### src/shmem_macros.svh
`ifndef SHMEM_MACROS_SVH
`define SHMEM_MACROS_SVH

// core and bank counts
`define SM_NUM_CORES	4
`define SM_NUM_BANKS	4

// storage per bank
`define SM_BANK_WORDS	16
`define SM_DATA_W	16

// index widths, log2 of the counts above
`define SM_CORE_ID_W	2
`define SM_BANK_ID_W	2
`define SM_OFFSET_W	4

// opcode field per core, write in bit 1 and read in bit 0
`define SM_OP_W		2

// bank number sits above the word offset
`define SM_ADDR_W	(`SM_BANK_ID_W + `SM_OFFSET_W)

// flat bus widths at the top level
`define SM_ENABLE_BUS_W	(`SM_NUM_CORES * `SM_OP_W)
`define SM_ADDR_BUS_W	(`SM_NUM_CORES * `SM_ADDR_W)
`define SM_DATA_BUS_W	(`SM_NUM_CORES * `SM_DATA_W)

`endif

### src/shmem_pkg.sv
`include "shmem_macros.svh"

package shmem_pkg;

	// encoding matches the enable field of each core
	typedef enum logic [`SM_OP_W-1:0]
	{
		op_idle  = 2'd0,
		op_read  = 2'd1,
		op_write = 2'd2
	} mem_op_t;

	// core index
	typedef logic [`SM_CORE_ID_W-1:0] core_id_t;

	// bank index
	typedef logic [`SM_BANK_ID_W-1:0] bank_id_t;

	// one memory word
	typedef logic [`SM_DATA_W-1:0] word_t;

endpackage

### src/req_decode.sv
`timescale 1ns/1ps
`include "shmem_macros.svh"

module req_decode
(
	input	logic [`SM_ENABLE_BUS_W-1:0]				enable,
	input	logic [`SM_ADDR_BUS_W-1:0]				addr,
	input	logic [`SM_DATA_BUS_W-1:0]				wr_data,
	output	logic [`SM_NUM_BANKS-1:0][`SM_NUM_CORES-1:0]		bank_mask,
	output	shmem_pkg::bank_id_t [`SM_NUM_CORES-1:0]		core_bank,
	output	logic [`SM_NUM_CORES-1:0][`SM_OFFSET_W-1:0]		core_offset,
	output	shmem_pkg::mem_op_t [`SM_NUM_CORES-1:0]			core_op,
	output	shmem_pkg::word_t [`SM_NUM_CORES-1:0]			core_wdata
);

	import shmem_pkg::*;

	genvar c;
	genvar b;

	// per-core field split
	generate
		for (c = 0; c < `SM_NUM_CORES; c = c + 1)
		begin : g_core
			assign core_bank[c] =
				addr[c * `SM_ADDR_W + `SM_OFFSET_W +: `SM_BANK_ID_W];	// top bits
			assign core_offset[c] =
				addr[c * `SM_ADDR_W +: `SM_OFFSET_W];			// word in bank
			assign core_op[c] = mem_op_t'(enable[c * `SM_OP_W +: `SM_OP_W]);
			assign core_wdata[c] = wr_data[c * `SM_DATA_W +: `SM_DATA_W];
		end
	endgenerate

	// a core competes for a bank only with a live opcode aimed at it
	generate
		for (b = 0; b < `SM_NUM_BANKS; b = b + 1)
		begin : g_bank
			for (c = 0; c < `SM_NUM_CORES; c = c + 1)
			begin : g_req
				assign bank_mask[b][c] =
					(core_op[c] != op_idle) &&
					(core_bank[c] == bank_id_t'(b));
			end
		end
	endgenerate

endmodule

### config.mk
export PLATFORM = sky130hd
export DESIGN_NAME = req_decode
export DESIGN_NICKNAME = d
export VERILOG_FILES = /design/src/shmem_pkg.sv /design/src/req_decode.sv
export VERILOG_INCLUDE_DIRS = /design/src
export SDC_FILE = /design/constraint.sdc
export NUM_CORES = 1
export LEC_CHECK = 0
export CAP_MARGIN = 20
export CORE_AREA = 2 2 82 84
export DETAILED_ROUTE_END_ITERATION = 12
export DIE_AREA = 0 0 84 86
export DONT_BUFFER_PORTS = 1
export PLACE_DENSITY_LB_ADDON = 0.25
export SETUP_SLACK_MARGIN = 0.15
export SKIP_LAST_GASP = 1
export SLEW_MARGIN = 20
export SYNTH_ARGS = -nofsm -noshare
export SYNTH_HDL_FRONTEND = slang
export SYNTH_SLANG_ARGS = --single-unit
### constraint.sdc
create_clock -name vclk -period 0.8
set_input_delay 0.12 -clock vclk [all_inputs]
set_output_delay 0.12 -clock vclk [all_outputs]
set_load 0.01 [all_outputs]
### Word-level counts from Yosys, hierarchy flattened

Cells that the tools add are included.

* equality and inequality tests: 12
* reductions and logical operators: 24

Operators by type and width (count)
* 2-bit equality test, second input constant: 8
* 1-bit logical AND: 16
* 2-bit by 1-bit equality test with 1-bit output, second input constant: 4
* 2-bit logical NOT: 4
* 2-bit nonzero test: 4

* bits in registers: 0
* output and inout bits: 112

### Depth between registers and ports, before layout

* word-level depth: 2
* gate-level depth with buffers: 2
* depth with buffers taken out: 2

### Worst setup path after synthesis

Ideal clock, no wire load.

* kind: input to output
* from: input enable[1]
* to: output bank_mask[0] (netlist bit)
* stages: 2
* setup slack: 0.257 ns
* arrival: 0.423 ns
* buffers on the path: 0
* required time: 0.680 ns
* cells stage by stage: nor2_1 nor3_1

RTL lines
* from (decl): line req_decode.sv:6 `` input logic [`SM_ENABLE_BUS_W-1:0] enable, ``
* to (decl): line req_decode.sv:9 `` output logic [`SM_NUM_BANKS-1:0][`SM_NUM_CORES-1:0] bank_mask, ``

==> results.ini <==
[setup_path]
required_ns = 0.68
critical_path_class = primary input to primary output
endpoint = bank_mask[2]
worst_setup_path_end_kind = primary output
cp.arrival_ns = 0.48
start_kind = primary input
cp-startpoint = enable[5]
cp_max_fo = 3

[sta]
min_period_over_period_pct = 75.5
finalWorstSetupSlack_ns = 0.196
rsz0062_at_grt = false
finalCriticalPeriod_ns = 0.604
finalHoldViolations = 0
clock.fmax_mhz = 1650
finalSetupTns_ns = 0
relSlewSlack_pct = 76.6
tightest_slew_ns = 0.348
setup_viol = 0
slew_violations = 0

[cells_and_area]
clkbuf_count = 0
utilization_pct = 4.01
fin_nets = 128
design_area_um2 = 251
syn2layout_area_growth_pct = -70.8
design.seq.count = 0
antennaDiodeCount = 0
final_common_cell = nor2_1
final_cell_mix = nor2_1 (12), nor3_1 (4), o21ai_1 (4), nor3_2 (4), inv_2 (3)
drive_above_1_share_pct = 30.0
seqCellArea_um2 = 0

[drt]
dr.first_iter.drc_count = 7
antenna_left = 0
drtPass1Iterations = 2
route.detailed.drc = 0
wl_per_cell_um = 14.7
vias = 313
wirelength_um = 1570
vias_per_cell = 2.93

[synthesis]
synth_area_per_cell_um2 = 6.94
syn_area_um2 = 861
synth-warning-count = 0
seq_area_frac_synth_pct = 0
syn_nets = 220
syn_inst = 124
synth_top_area_share_pct = 83.7
synth.distinct_cells = 7
synth_area_leader_cell = buf_4
synth.area.top_cells = buf_4 (84%), nor2_1 (5.2%), nor3_2 (4.7%)

[grt]
grt_pass1_vias = 328
use_met2_pct = 7.20
grt_max_degree = 5
track_usage_pct = 3.57
top_usage_layer = met2
grtUsageMet1_pct = 1.14
grt_pass1_wl_um = 1950
antenna_found_initial = 0
grt_overflow_total = 0
grtUsageMet3_pct = 2.31

[pwr]
p_switching_w = 0.0000575
switching_share_pct = 65.4
power_w = 0.0000878
seq_power_share_pct = 0
vdd_drop_max_uv = 42.8
p_comb_share_pct = 100.0
intPower_w = 0.0000304
power_leakage_nw = 0.0680
clock_power_share_pct = 0
power_density_nw_per_um2 = 349

[place]
pre_cts_ws_ns = 0.181
placed_area_um2 = 251
gp_congestion = 0.532
portBuffers = 0
place_hpwl_um = 1400

[clock_network]
cts_resized = 0
post_cts_buffers = 0
postCtsHoldBufs = 0

[die]
core_area_um2 = 6280
die_y_um = 86
fp.dieArea_um2 = 7220
row_count = 29
initial_core_util_pct = 13.7
boundaryPins = 208
die_w_um = 84

[status]
status = completed

[min_path]
hold_class = primary input to primary output

[job]
drv_cap = 0

==> power groups by stage <==
stage | Combinational (W) | Sequential (W) | Clock [W]
2_1_floorplan | 0.000568 | 0 | 0
3_3_place_gp | 0.0000906 | 0 | 0
3_5_place_dp | 0.0000896 | 0 | 0
4_1_cts | 0.0000898 | 0 | 0
5_1_grt | 0.0000950 | 0 | 0
6_report | 0.0000878 | 0 | 0
==> cells in the mapped netlist <==
master and n:
buf_4 96, inv_2 3, nor3_2 4, o21ai_1 4, nor2_1 12, nor3_1 4, inv_1 1
==> worst min-delay path by stage <==
| stage | from | end | slack (ns) | cells past startpoint |
|---|---|---|---|---|
| 3_5_place_dp | addr[20] | core_offset[14] | 0.24 | 0 |
| 2_1_floorplan | addr[23] | bank_mask[7] | 0.27 | 1 |
| 6_report | addr[15] | core_offset[11] | 0.24 | 0 |
| 4_1_cts | addr[20] | core_offset[14] | 0.24 | 0 |
| 5_1_grt | wr_data[25] | core_wdata[25] | 0.24 | 0 |
| 3_3_place_gp | addr[20] | core_offset[14] | 0.24 | 0 |
==> through the flow <==
stage	instances	hold slack [ns]
2_1_floorplan	124	0.273
3_3_place_gp	107	0.240
3_5_place_dp	107	0.240
4_1_cts	107	0.240
5_1_grt	107	0.240
6_report	107	0.240
==> worst max-delay path, stage by stage <==
cell and delay (ns):
nor2_1 0.15, nor3_1 0.07, buf_4 0.14
==> per-layer routing <==
| layer | share of wire (%) | vias to the layer above |
|---|---|---|
| li1 | - | 100 |
| met1 | 16 | 120 |
| met2 | 51 | 59 |
| met3 | 22 | 34 |
| met4 | 11 | 0 |
| met5 | 0 | - |
==> area by class of cell <==
class / count / area [µm²]
Tap cell: 77 / 96.3
Timing Repair Buffer: 2 / 15.0
Fill cell: 742 / 6030
Multi-Input combinational cell: 24 / 125
Inverter: 4 / 15.0
==> kinds of logic (layout without fill, tap and decap cells) <==
group	Yosys count	after routing	share of synthesized area, %
buffers and inverters	100	6	85.5
AND/OR/NAND/NOR	20	20	12.2
AO/OA/AOI/OAI	4	4	2.33
(Power assumes the default switching activity.)
