### src/shmem_macros.svh
`ifndef SHMEM_MACROS_SVH
`define SHMEM_MACROS_SVH

// core and bank counts
`define SM_NUM_CORES	4
`define SM_NUM_BANKS	4

// storage per bank
`define SM_BANK_WORDS	16
`define SM_DATA_W	16

// index widths, log2 of the counts above
`define SM_CORE_ID_W	2
`define SM_BANK_ID_W	2
`define SM_OFFSET_W	4

// opcode field per core, write in bit 1 and read in bit 0
`define SM_OP_W		2

// bank number sits above the word offset
`define SM_ADDR_W	(`SM_BANK_ID_W + `SM_OFFSET_W)

// flat bus widths at the top level
`define SM_ENABLE_BUS_W	(`SM_NUM_CORES * `SM_OP_W)
`define SM_ADDR_BUS_W	(`SM_NUM_CORES * `SM_ADDR_W)
`define SM_DATA_BUS_W	(`SM_NUM_CORES * `SM_DATA_W)

`endif

### src/shmem_pkg.sv
`include "shmem_macros.svh"

package shmem_pkg;

	// encoding matches the enable field of each core
	typedef enum logic [`SM_OP_W-1:0]
	{
		op_idle  = 2'd0,
		op_read  = 2'd1,
		op_write = 2'd2
	} mem_op_t;

	// core index
	typedef logic [`SM_CORE_ID_W-1:0] core_id_t;

	// bank index
	typedef logic [`SM_BANK_ID_W-1:0] bank_id_t;

	// one memory word
	typedef logic [`SM_DATA_W-1:0] word_t;

endpackage

### src/grant_return.sv
`timescale 1ns/1ps
`include "shmem_macros.svh"

module grant_return
(
	input	logic						clk,
	input	logic						reset,
	input	logic [`SM_NUM_BANKS-1:0]			grant_valid,
	input	shmem_pkg::core_id_t [`SM_NUM_BANKS-1:0]	grant_core,
	input	shmem_pkg::bank_id_t [`SM_NUM_CORES-1:0]	core_bank,
	input	shmem_pkg::mem_op_t [`SM_NUM_CORES-1:0]		core_op,
	input	shmem_pkg::word_t [`SM_NUM_BANKS-1:0]		bank_rdata,
	output	logic [`SM_NUM_CORES-1:0]			ready,
	output	logic [`SM_DATA_BUS_W-1:0]			rd_data
);

	import shmem_pkg::*;

	logic [`SM_NUM_CORES-1:0]		granted;	// won its bank this cycle
	logic [`SM_NUM_CORES-1:0]		is_read;
	logic [`SM_NUM_CORES-1:0]		served_read;
	bank_id_t [`SM_NUM_CORES-1:0]		served_bank;

	genvar c;

	generate
		for (c = 0; c < `SM_NUM_CORES; c = c + 1)
		begin : g_core
			// the winner of a bank is always one of its requesters
			assign granted[c] =
				grant_valid[core_bank[c]] &&
				(grant_core[core_bank[c]] == core_id_t'(c));
			assign is_read[c] = (core_op[c] == op_read);

			assign rd_data[c * `SM_DATA_W +: `SM_DATA_W] =
				served_read[c] ? bank_rdata[served_bank[c]] : '0;
		end
	endgenerate

	always_ff @(posedge clk)
	begin
		if (reset)
		begin
			ready <= '0;
			served_read <= '0;
		end
		else
		begin
			ready <= granted;
			served_read <= granted & is_read;
		end
	end

	// only looked at while served_read is set
	always_ff @(posedge clk)
	begin
		served_bank <= core_bank;
	end

endmodule

### config.mk
export PLATFORM = sky130hd
export DESIGN_NAME = grant_return
export DESIGN_NICKNAME = d
export VERILOG_FILES = /design/src/shmem_pkg.sv /design/src/grant_return.sv
export VERILOG_INCLUDE_DIRS = /design/src
export SDC_FILE = /design/constraint.sdc
export NUM_CORES = 1
export LEC_CHECK = 0
export ABC_AREA = 1
export BUFFER_PORTS_ARGS = -buffer_cell sky130_fd_sc_hd__buf_2
export CAP_MARGIN = 20
export CORE_MARGIN = 2
export CORE_UTILIZATION = 30
export DETAILED_ROUTE_END_ITERATION = 8
export SLEW_MARGIN = 5
export SYNTH_ARGS = -nofsm -noshare
export SYNTH_HDL_FRONTEND = slang
export SYNTH_SLANG_ARGS = --single-unit
### constraint.sdc
create_clock -name clk -period 3.15 [get_ports clk]
set_input_delay 0.63 -clock clk [delete_from_list [all_inputs] [get_ports clk]]
set_output_delay 0.63 -clock clk [all_outputs]
set_load 0.05 [all_outputs]
==> Yosys cells after proc, flatten, opt, wreduce, memory -nomap -nowiden <==
Cells that the tools add are included.
{ "word_totals": {"reg_bits": 16, "in_bits": 94, "out_inout_bits": 68, "wordCells": 55} }
{ "classes": {"order_cmp": 8, "eq_ne": 7, "n_mux": 28, "bitwise": 1, "reduce_logical": 5} }
{ "ops": {"columns": ["op", "count"], "rows": [
  ["16-bit binary-select mux with 2-bit select", 4],
  ["16-bit two-way mux", 8],
  ["2-bit by 3-bit < comparator with 1-bit output (second input constant)", 8],
  ["2-bit binary-select mux with 2-bit select", 4],
  ["2-bit by 1-bit equality test with 1-bit output (second input constant)", 5],
  ["1-bit binary-select mux with 2-bit select", 4],
  ["2-bit two-way mux", 4],
  ["4-bit AND", 1],
  ["2-bit equality test (second input constant)", 2],
  ["1-bit logical AND", 4],
  ["1-bit two-way mux", 4],
  ["2-bit logical NOT", 1]
]} }

==> Logic depth before layout (Yosys ltp) <==
Gate-level depths: netlist (run 1).
{ "logic_depth": {"depth_word": 5, "depth_mapped": 6, "mapped_depth_nobuf": 6} }

==> Worst setup path after synthesis (run 1) <==
No wires, ideal clock.
{ "synth_timing": {"kind": "in2out", "start": "input bank_rdata[17] in the netlist's numbering", "end": "output rd_data[49]", "t_arrival_ns": 1.633, "required_time_ns": 2.520, "path_slack_ns": 0.887, "path_stages": 4, "n_path_buf": 0, "path_cell_list": "inv_1 > a21oi_1 > o21ai_0 > a21oi_1"} }
{ "synth_via": {"elab_chain_len": 3} }
{ "synth_rtl": {"columns": ["item", "line_no", "rtl"], "rows": [
  ["start, declared", "grant_return.sv:12", "input shmem_pkg::word_t [`SM_NUM_BANKS-1:0] bank_rdata,"],
  ["16-bit binary-select mux with 2-bit select", "grant_return.sv:36", "served_read[c] ? bank_rdata[served_bank[c]] : '0;"],
  ["16-bit two-way mux (implied by the code)", "grant_return.sv:36", null],
  ["16-bit two-way mux", "grant_return.sv:36", null],
  ["end, declared", "grant_return.sv:14", "output logic [`SM_DATA_BUS_W-1:0] rd_data"]
]} }
No other way between the ends. The select of a mux whose other input is x is not followed.

==> Worst setup path after layout (run 1) <==
{ "layout_timing": {"start": "register served_bank[3] in the netlist's numbering", "end": "output rd_data[17]"} }
{ "layout_via": {"elab_chain_len": 3} }
{ "layout_rtl": {"columns": ["item", "line_no", "rtl"], "rows": [
  ["start, declared", "grant_return.sv:22", "bank_id_t [`SM_NUM_CORES-1:0] served_bank;"],
  ["start signal, assigned", "grant_return.sv:57", "served_bank <= core_bank;"],
  ["16-bit binary-select mux with 2-bit select", "grant_return.sv:36", null],
  ["16-bit two-way mux (implied by the code)", "grant_return.sv:36", null],
  ["16-bit two-way mux", "grant_return.sv:36", null]
]} }
No other way between the ends. The select of a mux whose other input is x is not followed.

==> flow_summary.yaml, run 1 <==
power_and_ir_drop:
  ir_drop_uv: 230.4
  power_mw: 0.7907
  leakagePower_nw: 1.874
  power_density_nw_per_um2: 217.5
sta:
  hold_viol_final: 0
  fmax_mhz: 373.8
  relSlewSlack_pct: 35.87
  setup_ws_ns: 0.4749
  rsz0062_at_grt: "false"
  worstMarginPinSlew_ns: 0.9606
  period_minus_slack_ns: 2.675
  fin_hold_ws_ns: 0.5165
  drv_slew: 0
  final.setup.tns_ns: 0
  fin_crit_sh_pct: 84.92
  finalSetupViolations: 0
logic_synthesis:
  synth_cells: 505
  synth_most_common_cell: "a21oi_1"
  yosys_warnings: 0
  synthDistinctLibCells: 15
  synth_top_area_cell: "a21oi_1"
  ys_ff_latch: 16
  ys.flop_type: "dfxtp_1"
  ys_top_cells_by_count: "a21oi_1, nand2_1, inv_1, o211ai_1, o21ai_1"
  synth_edf_count: 0
  synthArstFlopShare_pct: 0
  avgSynthCellArea_um2: 5.649
  seq_area_frac_synth_pct: 11.23
  synth_fp_nets: 599
  synth.area.top_cells: "a21oi_1, o211ai_1, nand2_1, dfxtp_1, o21ai_1"
  synth_top_area_share_pct: 20.70
  synth_area_um2: 2853
drt:
  wl_per_cell_um: 15.23
  drc: 0
  firstDrtPassIters: 5
  drt-total-wl_mm: 11.67
  viasPerCell: 5.379
  ant_nets: 0
  dr_total_vias: 4120
  drtIter0Drc: 309
finish:
  syn_to_final_growth_pct: 27.41
  fin_nets: 733
  regArea_um2: 325.3
  stdcell_area_um2: 3635
  multi_input_area_um2: 1971
  diodes: 0
  drive_gt1_share_pct: 29.83
  fin_cells: 766
  fin_util_pct: 39.34
  fillCellCount: 1000
floorplanning:
  ios: 162
  start_util_pct: 30.87
  die_w_um: 101.5
  core_area_um2: 9240
  die_height_um: 101.5
  rows: 35
  die_area_um2: 10310
clock_tree:
  path_clk_slew_ns: 0.06
  cts-resized-gates: 0
  cts_htree_levels: 1
  cts_buffers: 3
  tritoncts: "built"
  cts-hold-fix-buffers: 0
  clockRootBuffer: "clkbuf_8"
  post-cts-setup-buffers: 0
  cts.sinks: 16
  clock_path_buffers: 2
critical_path:
  cp-start-kind: "flop"
  worstSetupEndpointType: "primary output"
  cp.arrival_ns: 2.05
  critPathKind: "flop to primary output"
  crit_required_ns: 2.52
  path_max_fanout: 24
global_routing:
  grt_pass1_vias: 3804
  grt-ovfl-total: 0
  grt_usage_pct: 21.62
  grt_antenna_before_repair: 0
  grt_max_degree: 37
  grt_pass1_wl_mm: 18.24
outcome:
  status: "finished clean"
flow_run:
  cap_violations: 0
hold_path:
  min_path_type: "input port to flop"
place:
  postPlaceCellArea_um2: 3593
  globalplace.congestion: 0.9161
  io_buffers: 161
  pre_cts_slack_ns: 0.7604
  dpl.hpwl_mm: 8.743
  placedCellCount: 763
worst max-delay path: stages, from the launching register on:
cell and delay, ns:
dfxtp_1 0.95, buf_4 0.30, o211ai_1 0.10, a21oi_1 0.16, buf_2 0.29
where the power goes:
part	total, mW	internal, mW	switching (mW)
logic	0.395	0.142	0.253
registers	0.248	0.213	0.0357
clock network	0.148	0.0845	0.0630
registers in the layout (all words and copies together), names as in the netlist:
name and flops:
ready 4, served_bank 8, served_read 4
placed cells by master, fill, tap and decap left out:
master,instances
a21oi_1,118
a21oi_2,10
buf_2,161
buf_4,12
clkbuf_8,3
dfxtp_1,12
dfxtp_2,4
inv_1,64
nand2_1,93
nand3_1,9
nand3b_1,3
nor2_1,20
o211ai_1,64
o21ai_0,16
o21ai_1,48
final cells by class:
class	count	area share, %
multi-input combinational	381	54.22
timing repair buffer	173	24.65
sequential	16	8.950
inverter	64	6.609
tap	129	4.441
clock buffer	3	1.136
cell families (layout without fill, tap and decap cells):
kind of cell / count (synthesis) / after routing / share of synthesized area [%]
AO/OA/AOI/OAI: 256 / 256 / 51.84
AND/OR/NAND/NOR: 125 / 125 / 17.24
buffers and inverters: 108 / 240 / 19.69
flip-flops: 16 / 16 / 11.23
layer usage:
layer	vias to the layer above	GRT usage [%]	routed length (um)
met5	-	0	0
met2	246	37.25	5454
met3	16	2.830	1119
li1	2027	-	-
met1	1831	27.51	4912
met4	0	7.692	184
worst paths after layout:
| check | start | end | slack, ns | depth (start not counted) |
|---|---|---|---|---|
| hold / removal | core_bank[1] | served_bank[1] | 0.52 | 1 |
| setup / recovery | served_bank[3] | rd_data[17] | 0.47 | 4 |
Note: power is estimated with default switching activity, not from simulation.
==> run 2, diff against run 1 <==
==> constraint.sdc (replaced) <==
create_clock -name clk -period 2.3 [get_ports clk]
set_input_delay 0.46 -clock clk [delete_from_list [all_inputs] [get_ports clk]]
set_output_delay 0.46 -clock clk [all_outputs]
set_load 0.05 [all_outputs]
==> run 2 against run 1 <==
Final cell count grew 0.78%. Die area unchanged. Clock power increased by 63%. Largest cell class unchanged. Hold slack lost 0.17 ns. Clock-buffer cell count increased by 1. Design area increased by 1.7%. Via count fell by 1.5%. Sequential power up 23%.
==> flow_summary.yaml, run 2 (synthesis results as in run 1) <==
sta:
  rsz0062_at_grt: "false"
  final.setup.tns_ns: 0
  hold_viol_final: 0
  finalSetupViolations: 0
  drv_slew: 0
  relSlewSlack_pct: 53.76
  worstMarginPinSlew_ns: 0.6928
  fmax_mhz: 485.5
  fin_crit_sh_pct: 89.56
  period_minus_slack_ns: 2.060
  fin_hold_ws_ns: 0.3426
finish:
  largest_reg_flops: 8
  fin_nets: 737
  most-common-layout-cells: "buf_2, a21oi_1, nand2_1"
  fin_util_pct: 40.00
  final_common_cell: "buf_2"
  top_regs: "served_bank (8), ready (4), served_read (4)"
  syn_to_final_growth_pct: 29.56
  top_register: "served_bank"
  drive_gt1_share_pct: 30.37
floorplanning:
  die_area_um2: 10310
  die_height_um: 101.5
  die_w_um: 101.5
  rows: 35
  ios: 162
  start_util_pct: 30.87
  core_area_um2: 9240
drt:
  viasPerCell: 5.259
  dr_total_vias: 4060
  ant_nets: 0
  wl_per_cell_um: 15.10
  drt-total-wl_mm: 11.66
  drtIter0Drc: 156
  drc: 0
  firstDrtPassIters: 4
critical_path:
  worstSetupEndpointType: "primary output"
  crit_path_cell_trace: "buf_12, o211ai_1, a21oi_1, buf_2"
  cpLargestDelayFamily: "flip-flops"
  critPathKind: "flop to primary output"
  slowest_stage: "dfxtp_4"
  crit_required_ns: 1.84
  critPathMaxStageDelay_ns: 0.56
  cp.arrival_ns: 1.60
  path_max_fanout: 34
  cp-start-kind: "flop"
  path_buf_inv: 2
global_routing:
  use_met1_pct: 28.26
  grt_pass1_wl_mm: 18.13
  grt_pass1_vias: 3720
  grt_antenna_before_repair: 1
  grt_usage_pct: 21.56
  grt_max_degree: 41
  grt_use_met3_pct: 3.589
  met2_usage_pct: 36.23
  busiest_layer: "met2"
  grt-ovfl-total: 0
clock_tree:
  cts-hold-fix-buffers: 0
  path_clk_slew_ns: 0.07
  clock_path_buffers: 2
  cts_buffers: 3
  tritoncts: "built"
  cts.sinks: 16
  clockRootBuffer: "clkbuf_8"
  cts_htree_levels: 1
place:
  dpl.hpwl_mm: 8.665
  globalplace.congestion: 0.9236
  io_buffers: 161
power_and_ir_drop:
  power_mw: 1.128
  leakagePower_nw: 1.904
  power_density_nw_per_um2: 305.1
  ir_drop_uv: 374.7
outcome:
  status: "finished clean"
hold_path:
  min_path_type: "input port to flop"
flow_run:
  cap_violations: 0
## run 2: cell count changes in the layout (fill, tap and decap cells not counted)
cell,previous run,this run
dfxtp_2,4,3
diode_2,0,1
buf_12,0,1
dfxtp_4,0,1
clkbuf_8,3,4
buf_4,12,15
## run 2: metrics by stage
| step | instances | instance area [um2] | worst slack [ns] |
|---|---|---|---|
| detailed placement | 767 | 3636 | 0.3407 |
| global route | 771 | 3694 | 0.1311 |
| finish | 772 | 3696 | 0.2402 |
| CTS | 771 | 3691 | 0.07830 |
| floorplan | 505 | 2853 | 0.3342 |
| global placement | 767 | 3636 | 0.3917 |
## run 2: what timing repair did
item | in CTS | in global routing
endpoints found under the hold margin | 0 | 0
buffers inserted | 0 | 0
gates resized for setup | 0 | 1
endpoints found under the setup margin | 0 | 6
## run 2: power breakdown
| group | internal (mW) | total, mW | switching, mW |
|---|---|---|---|
| logic | 0.200 | 0.583 | 0.382 |
| registers | 0.291 | 0.304 | 0.0134 |
| clock network | 0.151 | 0.241 | 0.0898 |
## run 2: final timing paths
path / start / end / slack, ns / cells past startpoint
setup / recovery: served_bank[2] / rd_data[26] / 0.24 / 4
hold / removal: core_bank[1] / served_bank[1] / 0.34 / 1
## run 2: final cells by class
cell class	instances	area, um2
well taps	129	161.4
repair buffers	177	938.4
multi-input cells	381	1971
clock buffers	4	55.05
fillers	1020	5544
inverters	64	240.2
flip-flops and latches	16	327.8
diodes	1	2.502
## run 2: per-layer routing
layer / share of wire (%) / vias up
li1: - / 2030
met1: 44 / 1812
met2: 46 / 202
met3: 9.0 / 16
met4: 1.5 / 0
met5: 0 / -
